[src/logic/vec_sys_cfg.svh]
`ifndef VEC_SYS_CFG_SVH
`define VEC_SYS_CFG_SVH

// Vector unit geometry
`define VEC_NR_LANES 4
`define VEC_ELEM_W 32

// Memory side
`define VEC_ADDR_W 32
`define VEC_LINE_BYTES 16

// Byte offset bits inside one line
`define VEC_LINE_OFF_W ($clog2(`VEC_LINE_BYTES))

// Lines remembered by the coherence filter
`define VEC_INVAL_ENTRIES 4

`endif

[src/logic/vec_sys_pkg.sv]
`include "vec_sys_cfg.svh"

package vec_sys_pkg;

  ////////////////////
  // Plain vectors
  ////////////////////

  typedef logic [`VEC_ADDR_W-1:0] addr_t;
  typedef logic [`VEC_ADDR_W-`VEC_LINE_OFF_W-1:0] line_addr_t;
  typedef logic [`VEC_ELEM_W-1:0] elem_t;
  // Lane 0 sits in the low bits
  typedef logic [`VEC_NR_LANES*`VEC_ELEM_W-1:0] wide_data_t;
  typedef logic [`VEC_LINE_BYTES-1:0] strb_t;
  typedef logic [$clog2(`VEC_NR_LANES)-1:0] lane_idx_t;

  ////////////////////
  // Enums
  ////////////////////

  typedef enum logic [1:0] {
    VOP_ADD = 2'd0,
    VOP_SUB = 2'd1,
    VOP_MUL = 2'd2,
    VOP_XOR = 2'd3
  } vec_op_e;

  typedef enum logic [1:0] {
    ST_IDLE,
    ST_EXEC,
    ST_WRITE
  } ctrl_state_e;

  ////////////////////
  // Requests
  ////////////////////

  typedef struct packed {
    vec_op_e    op;
    addr_t      addr;
    wide_data_t src_a;
    wide_data_t src_b;
  } vec_cmd_t;

  typedef struct packed {
    addr_t addr;
    elem_t wdata;
  } core_req_t;

  typedef struct packed {
    addr_t      addr;
    wide_data_t wdata;
    strb_t      strb;
  } mem_req_t;

endpackage

[src/logic/core_store_widener.sv]
`timescale 1ns/100ps

`include "vec_sys_cfg.svh"

module core_store_widener (
  input  logic                   clk_i,
  input  logic                   arst_n_i,
  input  vec_sys_pkg::core_req_t core_req_i,
  input  logic                   core_valid_i,
  input  logic                   taken_i,
  output vec_sys_pkg::mem_req_t  wide_req_o,
  output logic                   wide_valid_o
);
  import vec_sys_pkg::*;

  core_req_t req_q;
  logic      full_q;
  logic      taken_q;
  logic      capture;
  lane_idx_t lane;

  // Core still shows the old request in its grant cycle
  assign capture = core_valid_i && !full_q && !taken_q;

  always_ff @(posedge clk_i or negedge arst_n_i) begin
    if (!arst_n_i) begin
      full_q  <= 1'b0;
      taken_q <= 1'b0;
    end else begin
      taken_q <= taken_i;
      if (taken_i) begin
        full_q <= 1'b0;
      end else if (capture) begin
        full_q <= 1'b1;
      end
    end
  end

  always_ff @(posedge clk_i) begin
    if (capture) begin
      req_q <= core_req_i;
    end
  end

  // Word select from address bits 3:2
  assign lane = req_q.addr[$clog2(`VEC_ELEM_W/8) +: $bits(lane_idx_t)];

  always_comb begin
    wide_req_o      = '0;
    wide_req_o.addr = {req_q.addr[`VEC_ADDR_W-1:`VEC_LINE_OFF_W], {`VEC_LINE_OFF_W{1'b0}}};
    wide_req_o.wdata[lane*`VEC_ELEM_W +: `VEC_ELEM_W] = req_q.wdata;
    wide_req_o.strb[lane*(`VEC_ELEM_W/8) +: `VEC_ELEM_W/8] = '1;
  end

  assign wide_valid_o = full_q;

endmodule

[config.mk]
export PLATFORM = sky130hd
export DESIGN_NAME = core_store_widener
export DESIGN_NICKNAME = d
export VERILOG_FILES = /design/src/logic/vec_sys_pkg.sv /design/src/logic/core_store_widener.sv
export VERILOG_INCLUDE_DIRS = /design/src /design/src/logic
export SDC_FILE = /design/constraint.sdc
export NUM_CORES = 1
export LEC_CHECK = 0
export BUFFER_PORTS_ARGS = -buffer_cell sky130_fd_sc_hd__clkbuf_2
export CAP_MARGIN = 25
export CORE_ASPECT_RATIO = 0.7
export CORE_MARGIN = 2
export CORE_UTILIZATION = 44
export DETAILED_ROUTE_END_ITERATION = 10
export PLACE_DENSITY = 0.9
export SLEW_MARGIN = 10
export SYNTH_ARGS = -nofsm -noshare
export SYNTH_HDL_FRONTEND = slang
export SYNTH_SLANG_ARGS = --single-unit
[constraint.sdc]
create_clock -name clk_i -period 6.9 [get_ports clk_i]
set_clock_uncertainty 0.05 [all_clocks]
set_input_delay 1.035 -clock clk_i [delete_from_list [all_inputs] [get_ports clk_i]]
set_output_delay 1.035 -clock clk_i [all_outputs]
set_load 0.1 [all_outputs]
==> results.json <==
{
  "ys_seq_elements": 64,
  "critPathLaunchType": "register",
  "cts_inserted_buffers": 9,
  "die_area_sq_um": 8332,
  "core-area_sq_um": 7320,
  "synth_area_sq_um": 3347,
  "nFillCells": 589,
  "status": "complete, no violations",
  "fin_util_pct": 60.99,
  "portBuffers": 238,
  "final_cells": 567,
  "grt_overflow": 0,
  "placed_area_sq_um": 4222,
  "routed_wl_mm": 8.152,
  "vias": 2529,
  "ys_warn_count": 0,
  "r2r_end": "wide_req_o[158]",
  "multi_input_area_sq_um": 977.2,
  "ff2ff_setup_slack_ns": 5.21,
  "clock.fmax_mhz": 268.8,
  "netlist_instances": 267,
  "required_ns": 5.81,
  "cellLeakagePower_nw": 2.247,
  "cap_violations": 0,
  "worstHoldPathType": "input port to async pin",
  "h-tree-depth": 3,
  "clk_latency_ns": 0.33,
  "grt_pass1_vias": 2430,
  "tightestPinTransition_ns": 0.7811,
  "diodes": 0,
  "nNetsFinal": 537,
  "gp_congestion": 0.7918,
  "worst_ep_arrival_time_ns": 2.64,
  "grt_pass1_wl_mm": 12.28,
  "ant_nets": 0,
  "layout_setup_ws_ns": 3.179,
  "clock-sinks": 64,
  "setup_viol": 0,
  "track_usage_pct": 19.46,
  "die_w_um": 108.2,
  "cts.repair.resized": 0,
  "hold_viol": 0,
  "placed_cells": 551,
  "tns_ns": 0,
  "antenna_found_initial": 0,
  "drive_above_1_share_pct": 55.22,
  "powerDensity_nw_per_um2": 235.1,
  "rows": 26,
  "maxSlewHeadroom_pct": 47.93,
  "die_y_um": 76.97,
  "hold_buffers": 0,
  "vdd_drop_max_uv": 168.7,
  "drt-pass1-iter-count": 4,
  "synth.distinct_cells": 17,
  "finalCriticalPeriod_ns": 3.721,
  "route.detailed.drc": 0,
  "critical_path_class": "register to output pin",
  "crit_fanout": 32,
  "fin_crit_sh_pct": 53.93,
  "reg2reg_depth": 3,
  "grt_start_max_net_pins": 63,
  "regArea_sq_um": 1912,
  "power_mw": 1.050,
  "avgViaCountPerCell": 4.460,
  "cts_setup_buffers": 0,
  "dpl.hpwl_mm": 5.824,
  "drt_iter0_drc": 135,
  "r2r_start": "taken_q",
  "maxSlewViolCount": 0,
  "final_area_sq_um": 4464,
  "rsz0062_at_grt": "no",
  "synth.avg_cell_area_sq_um": 12.54,
  "ios": 245,
  "start_util_pct": 45.73,
  "max-clock-path-buffers": 2,
  "post-place-ws_ns": 3.551,
  "wl_per_cell_um": 14.38,
  "root_buffer": "clkbuf_8",
  "path_clk_slew_ns": 0.07,
  "whs_ns": 0.4264,
  "area_delta_synth_final_pct": 33.38,
  "endpoint_kind": "output pin",
  "cts_tree": "built",
  "yosysSeqAreaShare_pct": 57.12
}
## worst max-delay path by stage
| stage | startpoint | to | slack, ns | depth (start not counted) |
|---|---|---|---|---|
| 5_1_grt | lane[0] | wide_req_o[26] | 3.04 | 5 |
| 4_1_cts | lane[0] | wide_req_o[123] | 3.17 | 5 |
| 3_3_place_gp | lane[0] | wide_req_o[123] | 3.62 | 5 |
| 6_report | lane[0] | wide_req_o[25] | 3.18 | 5 |
| 3_5_place_dp | lane[0] | wide_req_o[123] | 3.55 | 5 |
| 2_1_floorplan | lane[0] | wide_req_o[142] | 1.16 | 4 |
## synth_stat cells
cell	instances	area share, %
dfrtp_1	2	1.5
conb_1	1	0.11
ha_1	5	1.9
and4b_4	1	0.41
and4bb_4	3	1.5
nand2_1	1	0.11
nand3_1	1	0.15
nor2_1	2	0.22
nor3_1	1	0.15
buf_4	44	9.9
nand2b_1	2	0.37
a21oi_1	1	0.15
edfxtp_1	62	56
and2_1	125	23
buf_6	12	4.0
inv_1	3	0.34
nor4b_1	1	0.26
## metal layers
layer	track usage [%]	up-vias	share of wire (%)	wire, um
li1	-	1215	-	-
met1	21.02	1179	39	3156
met2	33.65	127	51	4150
met3	8.248	8	8.9	729
met4	7.692	0	1.4	116
met5	0	-	0	0
## report_power, final
part	switching, mW	internal, mW	total, mW
combinational	0.174	0.0315	0.205
clock	0.148	0.241	0.389
sequential	0.00895	0.447	0.456
total	0.331	0.719	1.05
## state kept, by name, summed over array words and instances (netlist names)
| register | flops |
|---|---|
| taken_q | 1 |
| lane | 2 |
| wide_valid_o | 1 |
| req_q | 32 |
| wide_req_o | 28 |
## area by class of cell
class / instances / area share, %
multi-input cells: 147 / 21.89
clock buffers: 9 / 2.775
well taps: 98 / 2.747
inverters: 3 / 0.2522
flip-flops and latches: 64 / 42.83
repair buffers: 239 / 26.85
clock inverters: 7 / 2.663
## critical path: stages, from the launching register on
cell and delay, ns:
edfxtp_1 0.50, inv_1 0.14, ha_1 0.39, and4bb_4 0.61
and2_1 0.19, clkbuf_2 0.46
## cells by family (layout without fill, tap and decap cells)
group / count (synthesis) / after routing / share of synthesized area, %
flip-flops: 64 / 64 / 57.12
AO/OA/AOI/OAI: 1 / 1 / 0.1494
adder cells (fa/ha/maj): 5 / 5 / 1.869
buffers and inverters: 59 / 258 / 14.24
other: 1 / 4 / 0.1120
AND/OR/NAND/NOR: 137 / 137 / 26.50
## cell usage in the layout, fill, tap and decap left out, drive strengths merged
master,Yosys,layout
buf,56,1
conb,1,4
nand2b,2,2
ha,5,5
and4b,1,1
and2,125,125
nand3,1,1
inv,3,4
clkbuf,0,247
edfxtp,62,62
clkinvlp,0,1
clkinv,0,2
dfrtp,2,2
nor3,1,1
a21oi,1,1
nand2,1,1
nor2,2,2
and4bb,3,3
bufinv,0,3
nor4b,1,1
Note: power is estimated with default switching activity, not from simulation.
