<file path="src/logic/vec_sys_cfg.svh">
`ifndef VEC_SYS_CFG_SVH
`define VEC_SYS_CFG_SVH

// Vector unit geometry
`define VEC_NR_LANES 4
`define VEC_ELEM_W 32

// Memory side
`define VEC_ADDR_W 32
`define VEC_LINE_BYTES 16

// Byte offset bits inside one line
`define VEC_LINE_OFF_W ($clog2(`VEC_LINE_BYTES))

// Lines remembered by the coherence filter
`define VEC_INVAL_ENTRIES 4

`endif

</file>
<file path="src/logic/vec_sys_pkg.sv">
`include "vec_sys_cfg.svh"

package vec_sys_pkg;

  ////////////////////
  // Plain vectors
  ////////////////////

  typedef logic [`VEC_ADDR_W-1:0] addr_t;
  typedef logic [`VEC_ADDR_W-`VEC_LINE_OFF_W-1:0] line_addr_t;
  typedef logic [`VEC_ELEM_W-1:0] elem_t;
  // Lane 0 sits in the low bits
  typedef logic [`VEC_NR_LANES*`VEC_ELEM_W-1:0] wide_data_t;
  typedef logic [`VEC_LINE_BYTES-1:0] strb_t;
  typedef logic [$clog2(`VEC_NR_LANES)-1:0] lane_idx_t;

  ////////////////////
  // Enums
  ////////////////////

  typedef enum logic [1:0] {
    VOP_ADD = 2'd0,
    VOP_SUB = 2'd1,
    VOP_MUL = 2'd2,
    VOP_XOR = 2'd3
  } vec_op_e;

  typedef enum logic [1:0] {
    ST_IDLE,
    ST_EXEC,
    ST_WRITE
  } ctrl_state_e;

  ////////////////////
  // Requests
  ////////////////////

  typedef struct packed {
    vec_op_e    op;
    addr_t      addr;
    wide_data_t src_a;
    wide_data_t src_b;
  } vec_cmd_t;

  typedef struct packed {
    addr_t addr;
    elem_t wdata;
  } core_req_t;

  typedef struct packed {
    addr_t      addr;
    wide_data_t wdata;
    strb_t      strb;
  } mem_req_t;

endpackage

</file>
<file path="src/logic/mem_port_arbiter.sv">
`timescale 1ns/100ps

module mem_port_arbiter (
  input  logic                    clk_i,
  input  logic                    arst_n_i,
  input  vec_sys_pkg::mem_req_t   core_req_i,
  input  logic                    core_valid_i,
  input  vec_sys_pkg::addr_t      vec_addr_i,
  input  vec_sys_pkg::wide_data_t vec_data_i,
  input  logic                    vec_valid_i,
  input  logic                    mem_ready_i,
  output vec_sys_pkg::mem_req_t   mem_req_o,
  output logic                    mem_req_valid_o,
  output logic                    core_taken_o,
  output logic                    vec_done_o,
  output logic                    core_gnt_o,
  output logic                    grant_is_vec_o,
  output logic                    grant_fire_o
);

  logic last_vec_q;
  logic lock_q;
  logic lock_vec_q;
  logic sel_vec;
  logic fire;
  logic gnt_q;

  // Round robin, choice frozen while the port stalls
  always_comb begin
    if (lock_q) begin
      sel_vec = lock_vec_q;
    end else if (core_valid_i && vec_valid_i) begin
      sel_vec = !last_vec_q;
    end else begin
      sel_vec = vec_valid_i;
    end
  end

  always_comb begin
    mem_req_o = core_req_i;
    if (sel_vec) begin
      mem_req_o.addr  = vec_addr_i;
      mem_req_o.wdata = vec_data_i;
      mem_req_o.strb  = '1;
    end
  end

  assign mem_req_valid_o = core_valid_i || vec_valid_i;
  assign fire            = mem_req_valid_o && mem_ready_i;
  assign core_taken_o    = fire && !sel_vec;
  assign vec_done_o      = fire && sel_vec;

  always_ff @(posedge clk_i or negedge arst_n_i) begin
    if (!arst_n_i) begin
      last_vec_q <= 1'b1;  // core first out of reset
      lock_q     <= 1'b0;
      lock_vec_q <= 1'b0;
      gnt_q      <= 1'b0;
    end else begin
      lock_q     <= mem_req_valid_o && !mem_ready_i;
      lock_vec_q <= sel_vec;
      gnt_q      <= core_taken_o;
      if (fire) begin
        last_vec_q <= sel_vec;
      end
    end
  end

  assign core_gnt_o     = gnt_q;
  assign grant_is_vec_o = sel_vec;
  assign grant_fire_o   = fire;

  // Exactly one grant per transfer, and only to a source that requests
  a_grant_exclusive : assert property (
    @(posedge clk_i) disable iff (!arst_n_i)
    grant_fire_o |-> $onehot({core_taken_o && core_valid_i, vec_done_o && vec_valid_i})
  );

endmodule

</file>
<file path="config.mk">
export PLATFORM = sky130hd
export DESIGN_NAME = mem_port_arbiter
export DESIGN_NICKNAME = d
export VERILOG_FILES = /design/src/logic/vec_sys_pkg.sv /design/src/logic/mem_port_arbiter.sv
export VERILOG_INCLUDE_DIRS = /design/src /design/src/logic
export SDC_FILE = /design/constraint.sdc
export NUM_CORES = 1
export LEC_CHECK = 0
export BUFFER_PORTS_ARGS = -buffer_cell sky130_fd_sc_hd__buf_4
export CORE_AREA = 2 2 202 204
export CTS_CLUSTER_DIAMETER = 120
export DETAILED_ROUTE_END_ITERATION = 7
export DIE_AREA = 0 0 204 206
export PLACE_DENSITY = 0.33
export SLEW_MARGIN = 10
export SYNTH_ARGS = -nofsm -noshare
export SYNTH_HDL_FRONTEND = slang
export SYNTH_SLANG_ARGS = --single-unit
</file>
<file path="constraint.sdc">
create_clock -name clk_i -period 4 [get_ports clk_i]
set_input_delay 1 -clock clk_i [delete_from_list [all_inputs] [get_ports clk_i]]
set_output_delay 1 -clock clk_i [all_outputs]
set_load 0.05 [all_outputs]
</file>
==> flow_summary_export.csv <==
group,metric,value,unit
die,die-width,204,microns
synthesis,synth_common_cells,"103 x mux2_1, 58 x mux2_2, 16 x nand2b_1, 12 x buf_6, 6 x buf_2",
placement,port_buffers,522,
sta,skew,0.000650,ns
power_and_ir_drop,swShare,56.2,%
grt,grt_usage,9.11,%
synthesis,yosys-top-cells-area,"mux2_1 52%, mux2_2 29%, buf_6 6.0%, nand2b_1 4.5%, dfrtp_1 3.3%",
synthesis,yosys_warnings,0,
power_and_ir_drop,pwr-share-comb,89.2,%
synthesis,synth_edf_count,0,
min_path,hold_class,"in -> async",
placement,hpwl,20000,microns
worst_setup_path,worstPathRequired,3.00,ns
cells_and_area,layout.nets,1070,
cts,clk_pin_slew_worst_paths,0.03,ns
worst_setup_path,cp-end-kind,"output port",
synthesis,async_flop_share,100,%
sta,period_share,91.3,%
worst_setup_path,cp_cell_sequence,"buf_4 > nor2b_1 > a22oi_2 > buf_12 > buf_12 > mux2_1 > buf_4",
route,wl_per_cell,17.2,microns
power_and_ir_drop,p_per_area,284,nW/um^2
route,routed_wl,21600,microns
synthesis,netlist-cell-type-count,15,
die,io_pins,523,
worst_setup_path,worstPathArrival,2.65,ns
die,dieArea,42000,sq um
placement,dp.cells,1256,
worst_setup_path,reg2reg_slack,2.47,ns
grt,grt_pass1_vias,3965,
sta,setup_ws,0.348,ns
worst_setup_path,slowest_stage,"mux2_1",
worst_setup_path,crit_fanout,34,
synthesis,yosysMostFrequentCell,"mux2_1",
cts,cts_resized,0,
cells_and_area,design_area,6890,sq um
synthesis,netlist_instances,210,
cts,cts_tree,"built",
cts,cts_setup_buffers,0,
sta,max_freq,274,MHz
grt,grt_pass1_wl,27700,microns
sta,slew_violations,0,
grt,antenna_found_initial,4,
synthesis,yosysTopAreaCellShare,51.7,%
route,dr.pass1.iters,4,
sta,tns,0,ns
route,drt.antenna.violating_nets,0,
cts,hold_buffers,0,
route,drc,0,
job,maxCapViolCount,0,
cells_and_area,finalNonFillerCells,1261,
synthesis,netlist_area,2240,sq um
sta,worst-slew-pin-transition,0.463,ns
synthesis,ys_ff_latch,4,
synthesis,synth_ff_type,"dfrtp_1",
die,rows,74,
power_and_ir_drop,p_leak,0.00340,uW
cts,clockBufferDepth,2,
route,avgViaCountPerCell,3.06,
placement,preCtsSetupSlack,0.351,ns
cts,clk_latency,0.22,ns
grt,overflow,0,
cells_and_area,syn_to_final_growth,207,%
die,initial_core_util,5.58,%
route,drtIter0Drc,87,
power_and_ir_drop,power.switching,1100,uW
power_and_ir_drop,p_seq_share,2.5,%
power_and_ir_drop,clkPwrFrac,8.2,%
placement,dpl_cell_area,6810,sq um
outcome,status,"finished clean",
cells_and_area,seqCellArea,101,sq um
die,core,40200,sq um
sta,rsz0062_at_grt,"no",
cts,cts_root_buffer,"clkbuf_16",
grt,grt_max_degree,35,
route,dr_total_vias,3861,
sta,setup_viol,0,
worst_setup_path,slowest_delay,0.39,ns
power_and_ir_drop,internal-power,857,uW
power_and_ir_drop,ir_drop,150,uV
worst_setup_path,start_kind,"input port",
sta,hold_viol,0,
synthesis,synth_nets,551,
cells_and_area,multi_input_area,1960,sq um
cells_and_area,layout-drive-gt1-share,82.0,%
cells_and_area,n_fill_cell,4559,
cts,h-tree-depth,1,
synthesis,synth_area_leader_cell,"mux2_1",
placement,gp_congestion,0.709,
worst_setup_path,critical_path_class,"in -> out",
cts,numCtsBuffers,3,
synthesis,syn_avg_cell_area,10.7,sq um
sta,max-slew-margin-rel,68.8,%
die,die_h,206,microns
synthesis,ys_seq_area_share,4.52,%
cts,cts.sinks,4,
sta,timing.final.crit_period,3.65,ns
==> area by class of cell <==
| type | instances | area share [%] |
|---|---|---|
| diodes | 1 | 0.0363 |
| clock buffers | 4 | 1.14 |
| inverters | 2 | 0.109 |
| multi-input cells | 185 | 28.4 |
| flip-flops and latches | 4 | 1.47 |
| well taps | 532 | 9.66 |
| repair buffers | 533 | 59.1 |
==> layer usage <==
metal,up-vias,global-route usage (%),share of wire [%],routed length (microns)
li1,1816,-,-,-
met1,1721,9.95,36,7790
met2,312,18.5,54,11800
met3,10,2.21,9.3,2020
met4,2,0.233,0.21,46
met5,-,0,0.042,9
==> state kept, by name (all words and copies together), names as in the netlist <==
name        count
core_gnt_o      1
last_vec_q      1
lock_q          1
lock_vec_q      1
==> power by group through the flow <==
stage | clock, uW | sequential, uW | combinational (uW)
after floorplan | 0 | 52.5 | 1110
final | 161 | 49.6 | 1750
after global placement | 0 | 50.4 | 1770
after CTS | 164 | 49.7 | 1770
after detailed placement | 0 | 50.1 | 1760
after global routing | 168 | 50.5 | 1830
==> placed cells by master, fill, tap and decap left out <==
master and count:
diode_2 1, dfstp_2 1, buf_4 527, a22oi_2 1, or2_2 1, nor2b_1 2, dfrtp_1 3, nand2b_1 16
o21ai_0 1, buf_12 6, clkbuf_1 1, mux2_1 103, mux2_2 58, nand2_1 1, clkbuf_16 3, nor2_1 2
inv_1 2
==> kinds of logic (layout without fill, tap and decap cells) <==
| group | Yosys count | after routing | share of synthesized area, % |
|---|---|---|---|
| mux | 161 | 161 | 80.9 |
| simple gates | 22 | 22 | 5.80 |
| buf+inv | 21 | 539 | 8.04 |
| flops | 4 | 4 | 4.52 |
| compound gates | 2 | 2 | 0.781 |
| other cells | 0 | 1 | 0 |
==> worst paths after layout <==
check | cells past startpoint | start | to
max | 7 | vec_valid_i | mem_req_o[141]
min | 1 | arst_n_i | lock_vec_q
max reg2reg | 5 | last_vec_q | last_vec_q
min reg2reg | 1 | last_vec_q | last_vec_q
max in group asynchronous | 1 | arst_n_i | last_vec_q
min in group clk_i | 1 | last_vec_q | last_vec_q
==> worst max-delay path, delay by kind of cell <==
family | cells | cell delay, ns
AO/OA/AOI/OAI | 1 | 0.28
buffers and inverters | 4 | 0.81
multiplexers | 1 | 0.39
AND/OR/NAND/NOR | 1 | 0.13
==> metrics by stage <==
stage / power, uW / hold WS [ns] / utilization (%)
floorplan: 1160 / 0.602 / -
global placement: 1820 / 0.618 / 17.0
detailed placement: 1810 / 0.622 / 17.0
CTS: 1980 / 0.569 / 17.1
global route: 2050 / 0.571 / 17.1
finish: 1960 / 0.571 / 17.2
Power figures use the tool's default switching activity.
