### config.mk
export PLATFORM = sky130hd
export DESIGN_NAME = vec_dispatch_ctrl
export DESIGN_NICKNAME = d
export VERILOG_FILES = /design/src/logic/vec_sys_pkg.sv /design/src/logic/vec_dispatch_ctrl.sv
export VERILOG_INCLUDE_DIRS = /design/src /design/src/logic
export SDC_FILE = /design/constraint.sdc
export NUM_CORES = 1
export LEC_CHECK = 0
export BUFFER_PORTS_ARGS = -buffer_cell sky130_fd_sc_hd__buf_4
export CORE_MARGIN = 3
export CORE_UTILIZATION = 36
export DETAILED_ROUTE_END_ITERATION = 8
export PLACE_DENSITY = 0.84
export SLEW_MARGIN = 40
export SYNTH_ARGS = -nofsm -noshare
export SYNTH_HDL_FRONTEND = slang
export SYNTH_SLANG_ARGS = --single-unit
### constraint.sdc
create_clock -name clk_i -period 1.71 [get_ports clk_i]
set_input_delay 0.2565 -clock clk_i [delete_from_list [all_inputs] [get_ports clk_i]]
set_output_delay 0.2565 -clock clk_i [all_outputs]
set_load 0.01 [all_outputs]
### src/logic/vec_sys_cfg.svh
`ifndef VEC_SYS_CFG_SVH
`define VEC_SYS_CFG_SVH

// Vector unit geometry
`define VEC_NR_LANES 4
`define VEC_ELEM_W 32

// Memory side
`define VEC_ADDR_W 32
`define VEC_LINE_BYTES 16

// Byte offset bits inside one line
`define VEC_LINE_OFF_W ($clog2(`VEC_LINE_BYTES))

// Lines remembered by the coherence filter
`define VEC_INVAL_ENTRIES 4

`endif

### src/logic/vec_sys_pkg.sv
`include "vec_sys_cfg.svh"

package vec_sys_pkg;

  ////////////////////
  // Plain vectors
  ////////////////////

  typedef logic [`VEC_ADDR_W-1:0] addr_t;
  typedef logic [`VEC_ADDR_W-`VEC_LINE_OFF_W-1:0] line_addr_t;
  typedef logic [`VEC_ELEM_W-1:0] elem_t;
  // Lane 0 sits in the low bits
  typedef logic [`VEC_NR_LANES*`VEC_ELEM_W-1:0] wide_data_t;
  typedef logic [`VEC_LINE_BYTES-1:0] strb_t;
  typedef logic [$clog2(`VEC_NR_LANES)-1:0] lane_idx_t;

  ////////////////////
  // Enums
  ////////////////////

  typedef enum logic [1:0] {
    VOP_ADD = 2'd0,
    VOP_SUB = 2'd1,
    VOP_MUL = 2'd2,
    VOP_XOR = 2'd3
  } vec_op_e;

  typedef enum logic [1:0] {
    ST_IDLE,
    ST_EXEC,
    ST_WRITE
  } ctrl_state_e;

  ////////////////////
  // Requests
  ////////////////////

  typedef struct packed {
    vec_op_e    op;
    addr_t      addr;
    wide_data_t src_a;
    wide_data_t src_b;
  } vec_cmd_t;

  typedef struct packed {
    addr_t addr;
    elem_t wdata;
  } core_req_t;

  typedef struct packed {
    addr_t      addr;
    wide_data_t wdata;
    strb_t      strb;
  } mem_req_t;

endpackage

### src/logic/vec_dispatch_ctrl.sv
`timescale 1ns/100ps

module vec_dispatch_ctrl (
  input  logic                 clk_i,
  input  logic                 arst_n_i,
  input  logic                 cmd_valid_i,
  input  vec_sys_pkg::vec_op_e cmd_op_i,
  input  vec_sys_pkg::addr_t   cmd_addr_i,
  input  logic                 vec_wr_done_i,
  output logic                 lane_start_o,
  output vec_sys_pkg::vec_op_e lane_op_o,
  output logic                 vec_wr_valid_o,
  output vec_sys_pkg::addr_t   vec_wr_addr_o,
  output logic                 busy_o,
  output logic                 done_o
);
  import vec_sys_pkg::*;

  ctrl_state_e state_q;
  ctrl_state_e state_d;
  vec_op_e     op_q;
  addr_t       addr_q;
  logic        accept;
  logic        done_q;

  assign accept = (state_q == ST_IDLE) && cmd_valid_i;

  ////////////////////
  // FSM
  ////////////////////

  always_comb begin
    state_d = state_q;
    unique case (state_q)
      ST_IDLE: begin
        if (cmd_valid_i) begin
          state_d = ST_EXEC;
        end
      end
      // Lanes register their result on the accept edge
      ST_EXEC: begin
        state_d = ST_WRITE;
      end
      ST_WRITE: begin
        if (vec_wr_done_i) begin
          state_d = ST_IDLE;
        end
      end
      default: begin
        state_d = ST_IDLE;
      end
    endcase
  end

  always_ff @(posedge clk_i or negedge arst_n_i) begin
    if (!arst_n_i) begin
      state_q <= ST_IDLE;
      done_q  <= 1'b0;
    end else begin
      state_q <= state_d;
      done_q  <= (state_q == ST_WRITE) && vec_wr_done_i;
    end
  end

  // Command fields kept for the whole operation
  always_ff @(posedge clk_i) begin
    if (accept) begin
      op_q   <= cmd_op_i;
      addr_q <= cmd_addr_i;
    end
  end

  // Live opcode while idle so the lanes see it on the start edge
  assign lane_op_o      = (state_q == ST_IDLE) ? cmd_op_i : op_q;
  assign lane_start_o   = accept;
  assign vec_wr_valid_o = (state_q == ST_WRITE);
  assign vec_wr_addr_o  = addr_q;
  assign busy_o         = (state_q != ST_IDLE);
  assign done_o         = done_q;

  a_no_cmd_when_busy : assert property (
    @(posedge clk_i) disable iff (!arst_n_i)
    cmd_valid_i |-> !busy_o
  );

endmodule

==> results.txt <==
----------------------------------------------------
[Die]
  Cell row count ... 20
  Core area ... 3080 sq um
  Floorplan die area ... 3990 sq um
  Die Wd ... 63.2 um
  Starting utilization of the core area ... 38.3%
  Die height ... 63.2 um
  Number of I/O pins ... 76

[Yosys]
  Parity-gate share of the synthesized area counting xor and xnor cells ... 0%
  Dominant combinational cell family by area after synthesis ... multiplexers
  Syn Inst Count ... 47
  Library cell with the largest summed area after synthesis ... sky130_fd_sc_hd__edfxtp_1
  Leading post-synthesis cells by cell area ... sky130_fd_sc_hd__edfxtp_1 87%, sky130_fd_sc_hd__dfrtp_1 6.4%, sky130_fd_sc_hd__mux2_4 2.6%
  Synthesized netlist net count ... 85
  FF+latch count, synth ... 37
  Synthesized cell area ... 1180 sq um
  Post-synth top area share ... 86.7%
  Multiplexer share of the synthesized area ... 3.40%
  Mean instance size in the synthesized netlist ... 25.1 sq um
  Count of yosys warnings during synthesis ... 0
  Compound-cell area share of the yosys netlist ... 0%
  Share of synthesized area occupied by flip-flops and latches ... 93.1%
  Cell variety after synth ... 9
  Post-synthesis simple-gate area fraction ... 3.19%
  Synthesized-area fraction occupied by adder cells ... 0%

[Layout]
  Area growth syn-to-layout ... 62.3%
  Commonest cells after routing, fill and taps aside ... 76 x sky130_fd_sc_hd__buf_4, 34 x sky130_fd_sc_hd__edfxtp_1, 5 x sky130_fd_sc_hd__clkbuf_4
  Most common library cell in the layout ignoring fill and taps ... sky130_fd_sc_hd__buf_4
  Footprint of the multi-input gates ... 83.8 sq um
  Share of layout cells above drive strength 1 ... 65.2%
  Filler cell count ... 251
  Diodes inserted ... 0
  Storage cell area ... 1100 sq um
  Count of nets after finishing ... 172

[STA]
  Final critical delay including setup and external delays ... 1.65 ns
  Total negative setup slack ... 0 ns
  Headroom to the max-slew limit ... 88.8%
  Final cycle utilization of the critical path ... 96.4%
  Final clock skew ... 0.00878 ns
  Setup Viol. Count Final ... 0
  Final slew viol count ... 0
  Pin slew with the least headroom to its limit ... 0.169 ns
  Maximum frequency from static timing analysis ... 607 MHz
  Smallest hold slack ... 0.0931 ns
  Unrepaired setup endpoints after global routing ... false
  Final count of hold timing violations ... 0
  Setup slack of the critical path after layout ... 0.0620 ns

[Worst setup path]
  Max Fanout on Critical Path ... 4
  Worst Path Arrival ... 1.39 ns
  Critical path type ... register to output port
  Critical path origin ... state_q[1]
  Worst Setup End Kind ... output port
  Required time reported for the critical path endpoint ... 1.45 ns
  Beginning of the worst register-to-register path ... state_q[1]
  Startpoint Class ... register
  Peak per-stage delay on the critical path ... 0.44 ns
  CP Cell Sequence ... nor2_4 > mux2_4 > buf_6
  Cell with the largest stage delay on the worst path ... sky130_fd_sc_hd__dfrtp_1

[Clock tree]
  Clock-pin slew reported for the worst setup and hold paths after clock tree synthesis ... 0.10 ns
  Sink count of the clock tree ... 37
  H-Tree Depth ... 2
  Number of CTS-inserted buffers ... 5
  Number of buffers between clock root and the deepest sink ... 2
  Worst-skew pair later-pin latency ... 0.33 ns
  CTS tree ... done
  Clock root buffer master ... sky130_fd_sc_hd__clkbuf_4

[Detailed routing]
  Post-route antenna net violation count ... 0
  Final wirelength ... 2.44 mm
  Routed length on met3 ... 343 um
  Drt pass-1 iters ... 2
  First DRT Iteration DRCs ... 14
  Via count ... 762
  Drc violations ... 0
  Highest metal layer with signal wires ... met4
  Average wire per standard cell ... 13.6 um
  Metal-1 WL ... 833 um
  Vias/cell ... 4.26
  Met2 Wirelength ... 1.21 mm

[GRT]
  First-pass GRT wire length ... 3.76 mm
  Grt ovf ... 0
  Antenna violations before repair ... 0
  Vias in the first global route ... 779
  Largest net degree at the start of global routing ... 23
  Gr usage total ... 13.1%

[Hold path]
  Min-Delay Path Class ... primary input to register
  Launch instance of the worst min-delay path ... cmd_addr_i[11]

[Pwr]
  Net switching component of the power ... 650 uW
  Fraction of power spent switching nets ... 26.6%
  Power density over the cells ... 1280 nW/um^2
  Pint ... 1.80 mW
  Share of power burned in combinational logic ... 30.5%
  Clock share of power ... 16.9%
  Peak VDD IR ... 697 uV
  Sequential power share ... 52.6%
  Static Leak ... 0.820 nW

[Run status]
  Run status ... completed

[Placed design]
  Worst slack at placement ... 0.262 ns
  Final weighted congestion of routability-driven global placement ... 0.693
  Count of buffers from port buffering ... 75

[Run]
  Maxcap violations ... 0

----------------------------------------------------
[critical path, delay by kind of cell (launching register included)]
family,cells,cell delay [ns]
and+or+nand+nor,1,0.18
DFF,1,0.44
buffers and inverters,1,0.12
muxes,1,0.32
[registers in the layout (all words and copies together) (netlist names)]
| name | count |
|---|---|
| done_o | 1 |
| op_q | 2 |
| vec_wr_addr_o | 32 |
| state_q | 2 |
[area by class of cell]
type,count,share of cell area [%]
well taps,44,2.88
repair buffers,80,32.6
clock buffers,8,2.55
inverters,1,0.196
multi-input cells,9,4.39
flip-flops and latches,37,57.4
[layer usage]
metal,vias up,global-route usage (%)
li1,355,-
met1,345,13.9
met2,55,20.8
met3,7,6.60
met4,0,8.09
met5,-,0
[path summary, 6_finish.rpt]
kind	to	slack [ns]	cells past startpoint
worst max register to register	vec_wr_addr_o[29]	0.34	3
worst min register to register	state_q[1]	0.55	1
worst min-delay path	vec_wr_addr_o[11]	0.09	1
max in group asynchronous	done_o	1.38	2
min in group asynchronous	state_q[1]	0.24	2
worst max-delay path	lane_op_o[1]	0.06	3
[synthesized netlist by cell type]
| library cell | instances |
|---|---|
| sky130_fd_sc_hd__mux2i_1 | 1 |
| sky130_fd_sc_hd__edfxtp_1 | 34 |
| sky130_fd_sc_hd__dfrtp_1 | 3 |
| sky130_fd_sc_hd__inv_1 | 1 |
| sky130_fd_sc_hd__nor2b_1 | 1 |
| sky130_fd_sc_hd__nand2b_1 | 1 |
| sky130_fd_sc_hd__and2_1 | 3 |
| sky130_fd_sc_hd__mux2_4 | 2 |
| sky130_fd_sc_hd__nor2_2 | 1 |
[metrics by stage]
step	util [%]	instances	power [mW]	area (sq um)
2_1_floorplan	-	47	1.56	1180
3_3_place_gp	59.3	168	1.98	1820
3_5_place_dp	59.3	168	2.00	1820
4_1_cts	61.3	177	2.44	1890
5_1_grt	62.1	179	2.58	1910
6_report	62.1	179	2.45	1910
[kinds of logic (layout without fill, tap and decap cells)]
kind of cell,count (synthesis),after routing
simple gates,6,6
flops,37,37
buf+inv,1,89
mux,3,3
[what timing repair did]
| item | CTS | global route |
|---|---|---|
| setup buffers | 0 | 2 |
| setup endpoints to repair | 3 | 3 |
| pin swaps | 0 | 1 |
| gates resized for setup | 1 | 2 |
| hold buffers | 1 | 0 |
| endpoints found under the hold margin | 3 | 0 |
[power groups by stage]
| stage | Clock [mW] | Sequential [mW] | Combinational [mW] |
|---|---|---|---|
| floorplan | 0 | 1.38 | 0.187 |
| finish | 0.414 | 1.29 | 0.747 |
| CTS | 0.438 | 1.29 | 0.710 |
| detailed placement | 0 | 1.30 | 0.701 |
| global placement | 0 | 1.29 | 0.684 |
| global route | 0.473 | 1.31 | 0.801 |
Note: power is estimated with default switching activity, not from simulation.
