File: src/logic/vec_sys_cfg.svh
`ifndef VEC_SYS_CFG_SVH
`define VEC_SYS_CFG_SVH

// Vector unit geometry
`define VEC_NR_LANES 4
`define VEC_ELEM_W 32

// Memory side
`define VEC_ADDR_W 32
`define VEC_LINE_BYTES 16

// Byte offset bits inside one line
`define VEC_LINE_OFF_W ($clog2(`VEC_LINE_BYTES))

// Lines remembered by the coherence filter
`define VEC_INVAL_ENTRIES 4

`endif

File: src/logic/vec_sys_pkg.sv
`include "vec_sys_cfg.svh"

package vec_sys_pkg;

  ////////////////////
  // Plain vectors
  ////////////////////

  typedef logic [`VEC_ADDR_W-1:0] addr_t;
  typedef logic [`VEC_ADDR_W-`VEC_LINE_OFF_W-1:0] line_addr_t;
  typedef logic [`VEC_ELEM_W-1:0] elem_t;
  // Lane 0 sits in the low bits
  typedef logic [`VEC_NR_LANES*`VEC_ELEM_W-1:0] wide_data_t;
  typedef logic [`VEC_LINE_BYTES-1:0] strb_t;
  typedef logic [$clog2(`VEC_NR_LANES)-1:0] lane_idx_t;

  ////////////////////
  // Enums
  ////////////////////

  typedef enum logic [1:0] {
    VOP_ADD = 2'd0,
    VOP_SUB = 2'd1,
    VOP_MUL = 2'd2,
    VOP_XOR = 2'd3
  } vec_op_e;

  typedef enum logic [1:0] {
    ST_IDLE,
    ST_EXEC,
    ST_WRITE
  } ctrl_state_e;

  ////////////////////
  // Requests
  ////////////////////

  typedef struct packed {
    vec_op_e    op;
    addr_t      addr;
    wide_data_t src_a;
    wide_data_t src_b;
  } vec_cmd_t;

  typedef struct packed {
    addr_t addr;
    elem_t wdata;
  } core_req_t;

  typedef struct packed {
    addr_t      addr;
    wide_data_t wdata;
    strb_t      strb;
  } mem_req_t;

endpackage

File: src/logic/coh_inval_filter.sv
`timescale 1ns/100ps

`include "vec_sys_cfg.svh"

module coh_inval_filter (
  input  logic                    clk_i,
  input  logic                    arst_n_i,
  input  logic                    en_i,
  input  logic                    fire_i,
  input  logic                    fire_is_vec_i,
  input  vec_sys_pkg::addr_t      fire_addr_i,
  output logic                    inval_valid_o,
  output vec_sys_pkg::line_addr_t inval_line_o
);
  import vec_sys_pkg::*;

  line_addr_t                               lines_q [`VEC_INVAL_ENTRIES];
  logic [`VEC_INVAL_ENTRIES-1:0]            valid_q;
  logic [$clog2(`VEC_INVAL_ENTRIES)-1:0]    wr_ptr_q;
  line_addr_t                               fire_line;
  logic                                     hit;
  logic                                     record;
  logic                                     inval_q;
  line_addr_t                               inval_line_q;
  logic                                     inval_line_known;

  assign fire_line = fire_addr_i[`VEC_ADDR_W-1:`VEC_LINE_OFF_W];

  always_comb begin
    hit = 1'b0;
    for (int unsigned e = 0; e < `VEC_INVAL_ENTRIES; e++) begin
      if (valid_q[e] && (lines_q[e] == fire_line)) begin
        hit = 1'b1;
      end
    end
  end

  // New core lines only, oldest entry replaced first
  assign record = fire_i && !fire_is_vec_i && !hit;

  always_ff @(posedge clk_i or negedge arst_n_i) begin
    if (!arst_n_i) begin
      valid_q  <= '0;
      wr_ptr_q <= '0;
      inval_q  <= 1'b0;
    end else begin
      inval_q <= fire_i && fire_is_vec_i && en_i && hit;
      if (record) begin
        valid_q[wr_ptr_q] <= 1'b1;
        wr_ptr_q <= (wr_ptr_q == `VEC_INVAL_ENTRIES - 1) ? '0 : wr_ptr_q + 1'b1;
      end
    end
  end

  always_ff @(posedge clk_i) begin
    if (record) begin
      lines_q[wr_ptr_q] <= fire_line;
    end
    if (fire_i && fire_is_vec_i) begin
      inval_line_q <= fire_line;
    end
  end

  assign inval_valid_o = inval_q;
  assign inval_line_o  = inval_line_q;

  // Reported line is still held in the table
  always_comb begin
    inval_line_known = 1'b0;
    for (int unsigned e = 0; e < `VEC_INVAL_ENTRIES; e++) begin
      if (valid_q[e] && (lines_q[e] == inval_line_q)) begin
        inval_line_known = 1'b1;
      end
    end
  end

  a_inval_after_vec : assert property (
    @(posedge clk_i) disable iff (!arst_n_i)
    inval_valid_o |-> $past(fire_i && fire_is_vec_i && en_i) && inval_line_known
  );

endmodule

File: config.mk
export PLATFORM = sky130hd
export DESIGN_NAME = coh_inval_filter
export DESIGN_NICKNAME = d
export VERILOG_FILES = /design/src/logic/vec_sys_pkg.sv /design/src/logic/coh_inval_filter.sv
export VERILOG_INCLUDE_DIRS = /design/src /design/src/logic
export SDC_FILE = /design/constraint.sdc
export NUM_CORES = 1
export LEC_CHECK = 0
export BUFFER_PORTS_ARGS = -buffer_cell sky130_fd_sc_hd__buf_2
export CORE_UTILIZATION = 52
export CTS_CLUSTER_SIZE = 30
export DETAILED_ROUTE_END_ITERATION = 6
export PLACE_DENSITY_LB_ADDON = 0.15
export SLEW_MARGIN = 20
export SYNTH_ARGS = -nofsm -noshare
export SYNTH_HDL_FRONTEND = slang
export SYNTH_SLANG_ARGS = --single-unit
File: constraint.sdc
create_clock -name clk_i -period 2.5 [get_ports clk_i]
set_input_delay 0.25 -clock clk_i [delete_from_list [all_inputs] [get_ports clk_i]]
set_output_delay 0.25 -clock clk_i [all_outputs]
set_load 0.02 [all_outputs]
==> results of run 1 <==
-- layer usage --
layer,vias up,routed length [µm]
met4,0,168
met2,78,4930
met5,-,0
met3,14,483
li1,1401,-
met1,1477,4960
-- cells in the mapped netlist, types with 2 or more instances --
cell / n / area, µm²
edfxtp_1: 140 / 4200
xnor2_1: 86 / 753
xor2_1: 24 / 210
nand4_1: 20 / 125
nor4_1: 11 / 68.8
dfrtp_1: 7 / 175
buf_6: 6 / 67.6
inv_1: 6 / 22.5
nor2_1: 5 / 18.8
ha_1: 4 / 50.1
nand3_1: 4 / 20.0
o21bai_1: 4 / 30.0
nand2_1: 3 / 11.3
and3_1: 2 / 12.5
buf_2: 2 / 10.0
mux2_4: 2 / 30.0
xnor2_2: 2 / 32.5
-- final cells by class --
cell class,count,share of cell area [%]
multi-input cells,173,20.5
clock inverters,14,1.66
well taps,140,2.50
clock buffers,18,6.12
inverters,6,0.321
flip-flops and latches,147,62.5
repair buffers,73,6.39
-- power by group through the flow --
| stage | Sequential (mW) | Combinational (mW) | Clock [mW] |
|---|---|---|---|
| finish | 3.07 | 0.708 | 2.31 |
| detailed placement | 3.12 | 0.711 | 0 |
| floorplan | 3.15 | 0.396 | 0 |
| global placement | 3.11 | 0.695 | 0 |
| global route | 3.09 | 0.779 | 2.45 |
| CTS | 3.07 | 0.720 | 2.35 |
-- kinds of logic (layout without fill, tap and decap cells) --
kind of cell	Yosys count	in the layout	synth area share [%]
AND/OR/NAND/NOR	49	49	5.13
buffers and inverters	14	111	1.69
adder cells (fa/ha/maj)	4	4	0.847
multiplexers	2	2	0.508
flip-flops	147	147	74.1
XOR/XNOR	112	112	16.9
AO/OA/AOI/OAI	6	6	0.826
-- registers in the layout, indices dropped and copies added, names as in the netlist --
name and cells:
inval_line_o 28, inval_valid_o 1, lines_q 112, valid_q 4, wr_ptr_q 2
-- critical path: cells and delay by family (launching register included) --
family,cells,cell delay [ns]
xor gates and xnor gates,1,0.23
DFF,1,0.39
buffers and inverters,1,0.18
and+or+nand+nor,5,1.18
-- stage by stage --
step / util (%) / power [mW] / setup WS, ns
CTS: 64.1 / 6.14 / 0.270
floorplan: - / 3.54 / -0.202
global placement: 59.0 / 3.80 / 0.250
global route: 64.1 / 6.32 / 0.161
detailed placement: 59.0 / 3.83 / 0.209
finish: 64.1 / 6.08 / 0.256
-- worst min-delay path by stage --
stage | from | end | cells after the start
finish | en_i | inval_valid_o | 3
global route | en_i | inval_valid_o | 3
CTS | en_i | inval_valid_o | 3
detailed placement | arst_n_i | wr_ptr_q[1] | 1
global placement | arst_n_i | valid_q[0] | 1
floorplan | arst_n_i | inval_valid_o | 0
==> flow_metrics.py, run 1 <==
metrics = {
    "run_status": {
        "status": "complete, no violations",
    },
    "synthesis": {
        "post_synth.cell_area_avg_um2": 17.7,
        "synth_edf_count": 140,
        "synth_flop_cell": "edfxtp_1",
        "yosysSeqAreaShare_pct": 74.1,
        "ys_ff_latch": 147,
        "syn-num-nets": 375,
        "yosys_warnings": 0,
        "netlist_instances": 334,
        "async_flop_share_pct": 4.76,
        "synthesis.area_mm2": 0.00591,
        "ys_types": 23,
    },
    "clock_tree": {
        "clock-root-buffer": "clkbuf_16",
        "cts.sinks": 147,
        "cts_buffer_depth": 2,
        "worstSkewPairLatency_ns": 0.41,
        "cts_inserted_buffers": 17,
        "cts_tree": "built",
        "postCtsSetupRepairBufs": 0,
        "cts-htree-levels": 4,
        "cts_hold_buf": 1,
        "clkSlewWorstSetupHoldPaths_ns": 0.06,
        "cts_resized": 0,
    },
    "power": {
        "intPower_mw": 4.62,
        "power_density_mw_per_mm2": 868,
        "p_sw_share_pct": 24.1,
        "p_comb_share_pct": 11.6,
        "seqPwrFrac_pct": 50.5,
        "clock_power_share_pct": 37.9,
        "switchingPower_mw": 1.47,
        "p_leak_nw": 2.35,
        "vdd_drop_max_mv": 0.428,
    },
    "route": {
        "first_iter_violations": 164,
        "routed_wl_mm": 10.5,
        "wire_per_inst_um": 18.5,
        "ant_nets": 0,
        "via_per_inst": 5.20,
        "firstDrtPassIters": 4,
        "post-route-drc-count": 0,
        "via_count": 2970,
    },
    "timing": {
        "finalHoldViolations": 0,
        "tightestPinTransition_ns": 0.452,
        "finalCritPeriodShare_pct": 89.8,
        "tns_ns": 0,
        "maxSlewHeadroom_pct": 69.6,
        "maxSlewViolCount": 0,
        "fin_crit_ns": 2.24,
        "whs_ns": 0.0746,
        "setup_viol": 0,
        "rsz0062_at_grt": "false",
        "finClkSkew_ns": 0.00675,
        "fmax_mhz": 446,
    },
    "die": {
        "dieArea_mm2": 0.0118,
        "die_y_um": 109,
        "core_mm2": 0.0109,
        "rows": 38,
        "ios": 66,
        "die_x_um": 109,
        "start_util_pct": 54.0,
    },
    "place": {
        "dp_hpwl_mm": 6.60,
        "io_buffers": 61,
        "place_area_mm2": 0.00645,
        "place_inst": 538,
        "gp_congestion": 0.727,
    },
    "critical_path": {
        "r2r_cells": 7,
        "crit_fanout": 28,
        "criticalPathCategory": "reg2reg",
        "worst_setup_path_start_kind": "register",
        "critical_path_arrival_ns": 2.40,
        "startpoint": "lines_q[3][15]",
        "r2r_setup_slack_ns": 0.26,
        "crit_path_cell_trace": "xnor2_1, nand4_1, nor4_1, nand4_1, nand4_4, nor2_2, buf_12",
        "cp.required_ns": 2.66,
        "slowest_stage": "nor4_1",
        "timing.critical_path.mode_cell": "nand4_1",
        "cp-end-kind": "register",
        "r2r-end": "lines_q[2][5]",
        "crit_end": "lines_q[2][5]",
        "crit-reg2reg-launch": "lines_q[3][15]",
        "critPathMaxStageDelay_ns": 0.46,
    },
    "global_routing": {
        "met3_usage_pct": 5.49,
        "grt_busiest_layer": "met2",
        "grt_overflow": 0,
        "grt_max_degree": 30,
        "use_met1_pct": 28.2,
        "grt_pass1_vias": 2920,
        "grt_use_total_pct": 19.9,
        "use_met2_pct": 29.3,
        "grt_pass1_wl_mm": 16.3,
        "grt_antenna_before_repair": 0,
    },
    "cells_and_area": {
        "layout_commonest_cell": "edfxtp_1",
        "final_layout_size_suffix_gt1_share_pct": 26.2,
        "seqCellArea_mm2": 0.00438,
        "num-fill-cells": 802,
        "antenna_cells": 0,
        "fin_area_mm2": 0.00701,
        "num-nets-final": 459,
        "fin_cells": 571,
        "final_cell_mix": "140 x edfxtp_1, 86 x xnor2_1, 61 x buf_2, 24 x xor2_1, 20 x nand4_1",
        "syn_to_final_growth_pct": 18.6,
        "multi_input_area_mm2": 0.00144,
    },
    "hold_path": {
        "hold_class": "in2reg",
    },
    "run": {
        "max_cap_viol_count": 0,
    },
}
Power figures use the tool's default switching activity.
==> inputs of run 2 (changes only) <==
--- a/config.mk
+++ b/config.mk
@@ -11,6 +11,7 @@
 export CTS_CLUSTER_SIZE = 30
 export DETAILED_ROUTE_END_ITERATION = 6
 export PLACE_DENSITY_LB_ADDON = 0.15
+export RECOVER_POWER = 25
 export SLEW_MARGIN = 20
 export SYNTH_ARGS = -nofsm -noshare
 export SYNTH_HDL_FRONTEND = slang
==> run 2 against run 1 <==
Effect of this change: via count barely moved; routed wire length barely moved; die area did not move; core utilization fell by 0.24 points; cell count did not move; critical path depth did not move; combinational power fell by 0.7%; global-route usage did not move; clock power barely moved; maximum frequency fell by 0.76%; worst setup slack got worse by 0.017 ns; largest power group unchanged; highest routed layer unchanged.
==> flow_metrics.py, run 2 (synthesized netlist as in run 1, its figures left out) <==
metrics = {
    "timing": {
        "setup_viol": 0,
        "finalCritPeriodShare_pct": 90.4,
        "fmax_mhz": 442,
        "finalHoldViolations": 0,
        "tns_ns": 0,
        "maxSlewViolCount": 0,
        "fin_ws_ns": 0.239,
        "maxSlewHeadroom_pct": 65.6,
        "tightestPinTransition_ns": 0.515,
        "fin_crit_ns": 2.26,
        "finClkSkew_ns": 0.00704,
        "rsz0062_at_grt": "false",
    },
    "clock_tree": {
        "cts_resized": 0,
        "clock-root-buffer": "clkbuf_16",
        "worstSkewPairLatency_ns": 0.41,
        "clkSlewWorstSetupHoldPaths_ns": 0.06,
        "cts_tree": "built",
        "cts.sinks": 147,
        "cts-htree-levels": 4,
        "postCtsSetupRepairBufs": 0,
        "cts_inserted_buffers": 17,
        "cts_buffer_depth": 2,
    },
    "cells_and_area": {
        "fin_cells": 571,
        "final_cell_mix": "140 x edfxtp_1, 86 x xnor2_1, 40 x buf_2, 24 x xor2_1, 22 x clkbuf_1",
        "final_layout_size_suffix_gt1_share_pct": 21.3,
        "largest_reg_flops": 112,
        "layout_commonest_cell": "edfxtp_1",
        "largest_register": "lines_q",
        "num-nets-final": 459,
        "syn_to_final_growth_pct": 18.2,
        "antenna_cells": 0,
        "post-route-util_pct": 63.8,
    },
    "power": {
        "p_comb_share_pct": 11.6,
        "vdd_drop_max_mv": 0.428,
        "intPower_mw": 4.61,
        "seqPwrFrac_pct": 50.5,
        "clock_power_share_pct": 37.9,
        "power_density_mw_per_mm2": 870,
        "p_leak_nw": 2.29,
        "switchingPower_mw": 1.46,
        "finalPower_mw": 6.07,
        "p_sw_share_pct": 24.1,
    },
    "place": {
        "gp_congestion": 0.727,
        "place_inst": 538,
        "io_buffers": 61,
        "dp_slack_ns": 0.209,
        "dp_hpwl_mm": 6.60,
    },
    "die": {
        "dieArea_mm2": 0.0118,
        "core_mm2": 0.0109,
        "start_util_pct": 54.0,
        "ios": 66,
        "die_x_um": 109,
        "rows": 38,
        "die_y_um": 109,
    },
    "route": {
        "post-route-drc-count": 0,
        "firstDrtPassIters": 4,
        "first_iter_violations": 168,
        "wire_per_inst_um": 18.5,
        "routed_wl_mm": 10.5,
        "via_per_inst": 5.20,
        "via_count": 2968,
        "ant_nets": 0,
    },
    "global_routing": {
        "grt_pass1_wl_mm": 16.3,
        "grt_max_degree": 30,
        "grt_overflow": 0,
        "grt_pass1_vias": 2920,
        "grt_antenna_before_repair": 0,
        "grt_use_total_pct": 19.9,
    },
    "hold_path": {
        "hp-start": "en_i",
        "hold_class": "in2reg",
        "holdPathEnd": "inval_valid_o",
        "hold_depth": 3,
    },
    "critical_path": {
        "r2r-end": "lines_q[0][8]",
        "crit_fanout": 28,
        "r2r_cells": 7,
        "r2r_setup_slack_ns": 0.24,
        "worst_setup_path_start_kind": "register",
        "criticalPathCategory": "reg2reg",
        "cp.required_ns": 2.66,
        "cp-end-kind": "register",
        "crit-reg2reg-launch": "lines_q[3][15]",
        "critical_path_arrival_ns": 2.42,
    },
    "run": {
        "max_cap_viol_count": 0,
    },
    "run_status": {
        "status": "complete, no violations",
    },
}
run 2: area by class of cell:
type | instances | area, µm²
repair buffers | 73 | 422
clock inverters | 14 | 116
flip-flops and latches | 147 | 4380
clock buffers | 18 | 429
inverters | 6 | 22.5
fillers | 814 | 3950
well taps | 140 | 175
multi-input cells | 173 | 1440
run 2: repair_timing:
action / in CTS / in global routing
endpoints found under the setup margin: 0 / 0
hold buffers: 1 / 0
endpoints found under the hold margin: 7 / 0
run 2: worst max-delay path: stages (launching register included):
cell      delay (ns)
edfxtp_1        0.39
xnor2_1         0.24
nand4_1         0.16
nor4_1          0.47
nand4_1         0.24
nand4_4         0.25
nor2_2          0.08
buf_12          0.17
run 2: power groups by stage:
| stage | clock network (mW) | logic (mW) | registers (mW) |
|---|---|---|---|
| finish | 2.30 | 0.703 | 3.07 |
| global route | 2.45 | 0.773 | 3.09 |
| CTS | 2.35 | 0.720 | 3.07 |
| detailed placement | 0 | 0.711 | 3.12 |
| global placement | 0 | 0.695 | 3.11 |
| floorplan | 0 | 0.396 | 3.15 |
run 2: per-layer routing:
metal  global-route usage, %  wire, µm  vias up
met2                    29.3      4910       83
met5                       0         0        -
li1                        -         -     1400
met3                    5.49       528       11
met4                    7.63       148        0
met1                    28.2      4950     1474
run 2: per-stage QoR:
| stage | instance area, µm² | hold WS [ns] |
|---|---|---|
| global route | 6980 | 0.0816 |
| finish | 6980 | 0.0750 |
| floorplan | 5910 | -0.0456 |
| CTS | 7010 | 0.0574 |
| detailed placement | 6450 | 0.0934 |
| global placement | 6450 | 0.0939 |
run 2: worst max path at each step:
stage / depth (start not counted) / slack [ns] / start / endpoint
2_1_floorplan: 6 / -0.20 / lines_q[1][9] / lines_q[0][0]
3_3_place_gp: 8 / 0.25 / fire_addr_i[5] / lines_q[2][24]
3_5_place_dp: 8 / 0.21 / fire_addr_i[5] / lines_q[0][7]
4_1_cts: 7 / 0.27 / lines_q[2][1] / lines_q[2][8]
5_1_grt: 7 / 0.15 / lines_q[2][1] / lines_q[0][25]
6_report: 7 / 0.24 / lines_q[3][15] / lines_q[0][8]
==> inputs of run 3 (changes only) <==
--- a/config.mk
+++ b/config.mk
@@ -7,7 +7,9 @@
 export NUM_CORES = 1
 export LEC_CHECK = 0
 export BUFFER_PORTS_ARGS = -buffer_cell sky130_fd_sc_hd__buf_2
-export CORE_UTILIZATION = 52
+export CELL_PAD_IN_SITES_DETAIL_PLACEMENT = 2
+export CELL_PAD_IN_SITES_GLOBAL_PLACEMENT = 2
+export CORE_UTILIZATION = 39
 export CTS_CLUSTER_SIZE = 30
 export DETAILED_ROUTE_END_ITERATION = 6
 export PLACE_DENSITY_LB_ADDON = 0.15
==> run 3 against run 2 <==
Effect of this change: clock power rose by 8%; sequential power barely moved; clock skew rose by 0.0047 ns; global-route usage fell by 1.5 points; routed wire length rose by 25%; largest cell class unchanged; largest power group unchanged.
==> flow_metrics.py, run 3 (synthesized netlist as in run 1, its figures left out) <==
metrics = {
    "power": {
        "p_leak_nw": 2.31,
        "switchingPower_mw": 1.49,
        "p_sw_share_pct": 23.6,
        "power_density_mw_per_mm2": 892,
        "p_comb_share_pct": 11.8,
        "intPower_mw": 4.81,
        "clock_power_share_pct": 39.4,
        "vdd_drop_max_mv": 0.473,
        "seqPwrFrac_pct": 48.8,
    },
    "route": {
        "routed_wl_mm": 13.2,
        "post-route-drc-count": 0,
        "ant_nets": 0,
        "firstDrtPassIters": 6,
        "via_per_inst": 4.99,
        "wire_per_inst_um": 21.5,
        "first_iter_violations": 146,
        "via_count": 3058,
    },
    "critical_path": {
        "r2r-end": "lines_q[2][10]",
        "worst_setup_path_start_kind": "register",
        "cp_num_buf_inv": 1,
        "cp.required_ns": 2.67,
        "crit_family": "simple AND/OR/NAND/NOR gates",
        "crit_path_cell_trace": "xor2_1, nor4_1, and3_1, nand4_1, nand4_4, nor2_2, buf_12",
        "critical_path_arrival_ns": 2.41,
        "cp-end-kind": "register",
        "cp.depth": 7,
        "crit-reg2reg-launch": "lines_q[2][1]",
        "startpoint": "lines_q[2][1]",
        "r2r_setup_slack_ns": 0.26,
        "crit_end": "lines_q[2][10]",
        "criticalPathCategory": "reg2reg",
        "crit_fanout": 24,
        "r2r_cells": 7,
        "critPathMaxStageDelay_ns": 0.42,
        "slowest_stage": "nor4_1",
    },
    "timing": {
        "fmax_mhz": 446,
        "rsz0062_at_grt": "false",
        "finalCritPeriodShare_pct": 89.7,
        "maxSlewHeadroom_pct": 59.7,
        "tightestPinTransition_ns": 0.604,
        "fin_crit_ns": 2.24,
        "setup_viol": 0,
        "maxSlewViolCount": 0,
        "finClkSkew_ns": 0.0118,
        "finalHoldViolations": 0,
    },
    "clock_tree": {
        "cts_resized": 0,
        "cts.sinks": 147,
        "clkSlewWorstSetupHoldPaths_ns": 0.06,
        "postCtsSetupRepairBufs": 0,
        "clock-root-buffer": "clkbuf_16",
        "cts_hold_buf": 1,
        "cts_inserted_buffers": 17,
        "cts_buffer_depth": 2,
        "worstSkewPairLatency_ns": 0.42,
        "cts_tree": "built",
        "cts-htree-levels": 4,
    },
    "die": {
        "die_x_um": 125,
        "start_util_pct": 40.3,
        "die_y_um": 125,
        "rows": 44,
        "dieArea_mm2": 0.0156,
        "ios": 66,
        "core_mm2": 0.0146,
    },
    "cells_and_area": {
        "largest_register": "lines_q",
        "largest_reg_flops": 112,
        "final_cell_mix": "140 x edfxtp_1, 86 x xnor2_1, 40 x buf_2, 24 x xor2_1, 23 x clkbuf_1",
        "fin_cells": 613,
        "num-nets-final": 458,
        "antenna_cells": 0,
        "fin_area_mm2": 0.00707,
        "final_layout_size_suffix_gt1_share_pct": 20.3,
        "syn_to_final_growth_pct": 19.7,
        "layout_commonest_cell": "edfxtp_1",
        "num-fill-cells": 1392,
    },
    "place": {
        "io_buffers": 61,
        "gp_congestion": 0.726,
        "place_area_mm2": 0.00651,
        "place_inst": 581,
        "dp_hpwl_mm": 8.74,
    },
    "global_routing": {
        "grt_antenna_before_repair": 0,
        "grt_pass1_wl_mm": 20.5,
        "grt_max_degree": 30,
        "grt_use_total_pct": 18.4,
        "grt_pass1_vias": 3355,
        "grt_overflow": 0,
    },
    "hold_path": {
        "hold_class": "in2reg",
    },
    "run_status": {
        "status": "complete, no violations",
    },
    "run": {
        "max_cap_viol_count": 0,
    },
}
run 3: power groups by stage:
stage / registers, mW / clock network, mW / logic, mW
2_1_floorplan: 3.15 / 0 / 0.396
3_3_place_gp: 3.11 / 0 / 0.724
3_5_place_dp: 3.13 / 0 / 0.756
4_1_cts: 3.08 / 2.54 / 0.769
5_1_grt: 3.10 / 2.62 / 0.818
6_report: 3.08 / 2.48 / 0.742
run 3: routing by layer:
| layer | GRT usage, % | vias up | routed length [µm] |
|---|---|---|---|
| li1 | - | 1400 | - |
| met1 | 22.8 | 1577 | 5730 |
| met2 | 30.7 | 67 | 6790 |
| met3 | 4.66 | 14 | 442 |
| met4 | 7.46 | 0 | 210 |
| met5 | 0 | - | 0 |
run 3: metrics by stage:
stage	worst slack, ns	setup TNS [ns]	total power [mW]	hold WS, ns	util, %
5_1_grt	0.121	0	6.54	0.117	48.3
3_3_place_gp	0.210	0	3.83	0.0983	44.5
4_1_cts	0.200	0	6.39	0.0706	48.5
3_5_place_dp	0.158	0	3.89	0.104	44.5
2_1_floorplan	-0.202	-22.67	3.54	-0.0456	-
6_report	0.258	0	6.30	0.113	48.3
run 3: worst min-delay path by stage:
stage	start	end	slack [ns]	depth (start not counted)
CTS	fire_addr_i[5]	lines_q[0][1]	0.07	1
global route	en_i	inval_valid_o	0.12	3
finish	en_i	inval_valid_o	0.11	3
floorplan	arst_n_i	inval_valid_o	-0.05	0
detailed placement	arst_n_i	wr_ptr_q[1]	0.10	1
global placement	arst_n_i	wr_ptr_q[0]	0.1	1
run 3: final cells by class:
| type | instances | area [µm²] | share of cell area [%] |
|---|---|---|---|
| flip-flops and latches | 147 | 4380 | 61.9 |
| clock buffers | 19 | 433 | 6.12 |
| multi-input cells | 173 | 1440 | 20.3 |
| inverters | 6 | 22.5 | 0.319 |
| well taps | 184 | 230 | 3.26 |
| clock inverters | 12 | 140 | 1.98 |
| repair buffers | 72 | 427 | 6.04 |
run 3: tightest hold or removal path: cells and delay by family:
| family | cells | cell delay, ns |
|---|---|---|
| AOI/OAI and AO/OA | 1 | 0.06 |
| and+or+nand+nor | 1 | 0.08 |
| buffers and inverters | 1 | 0.10 |
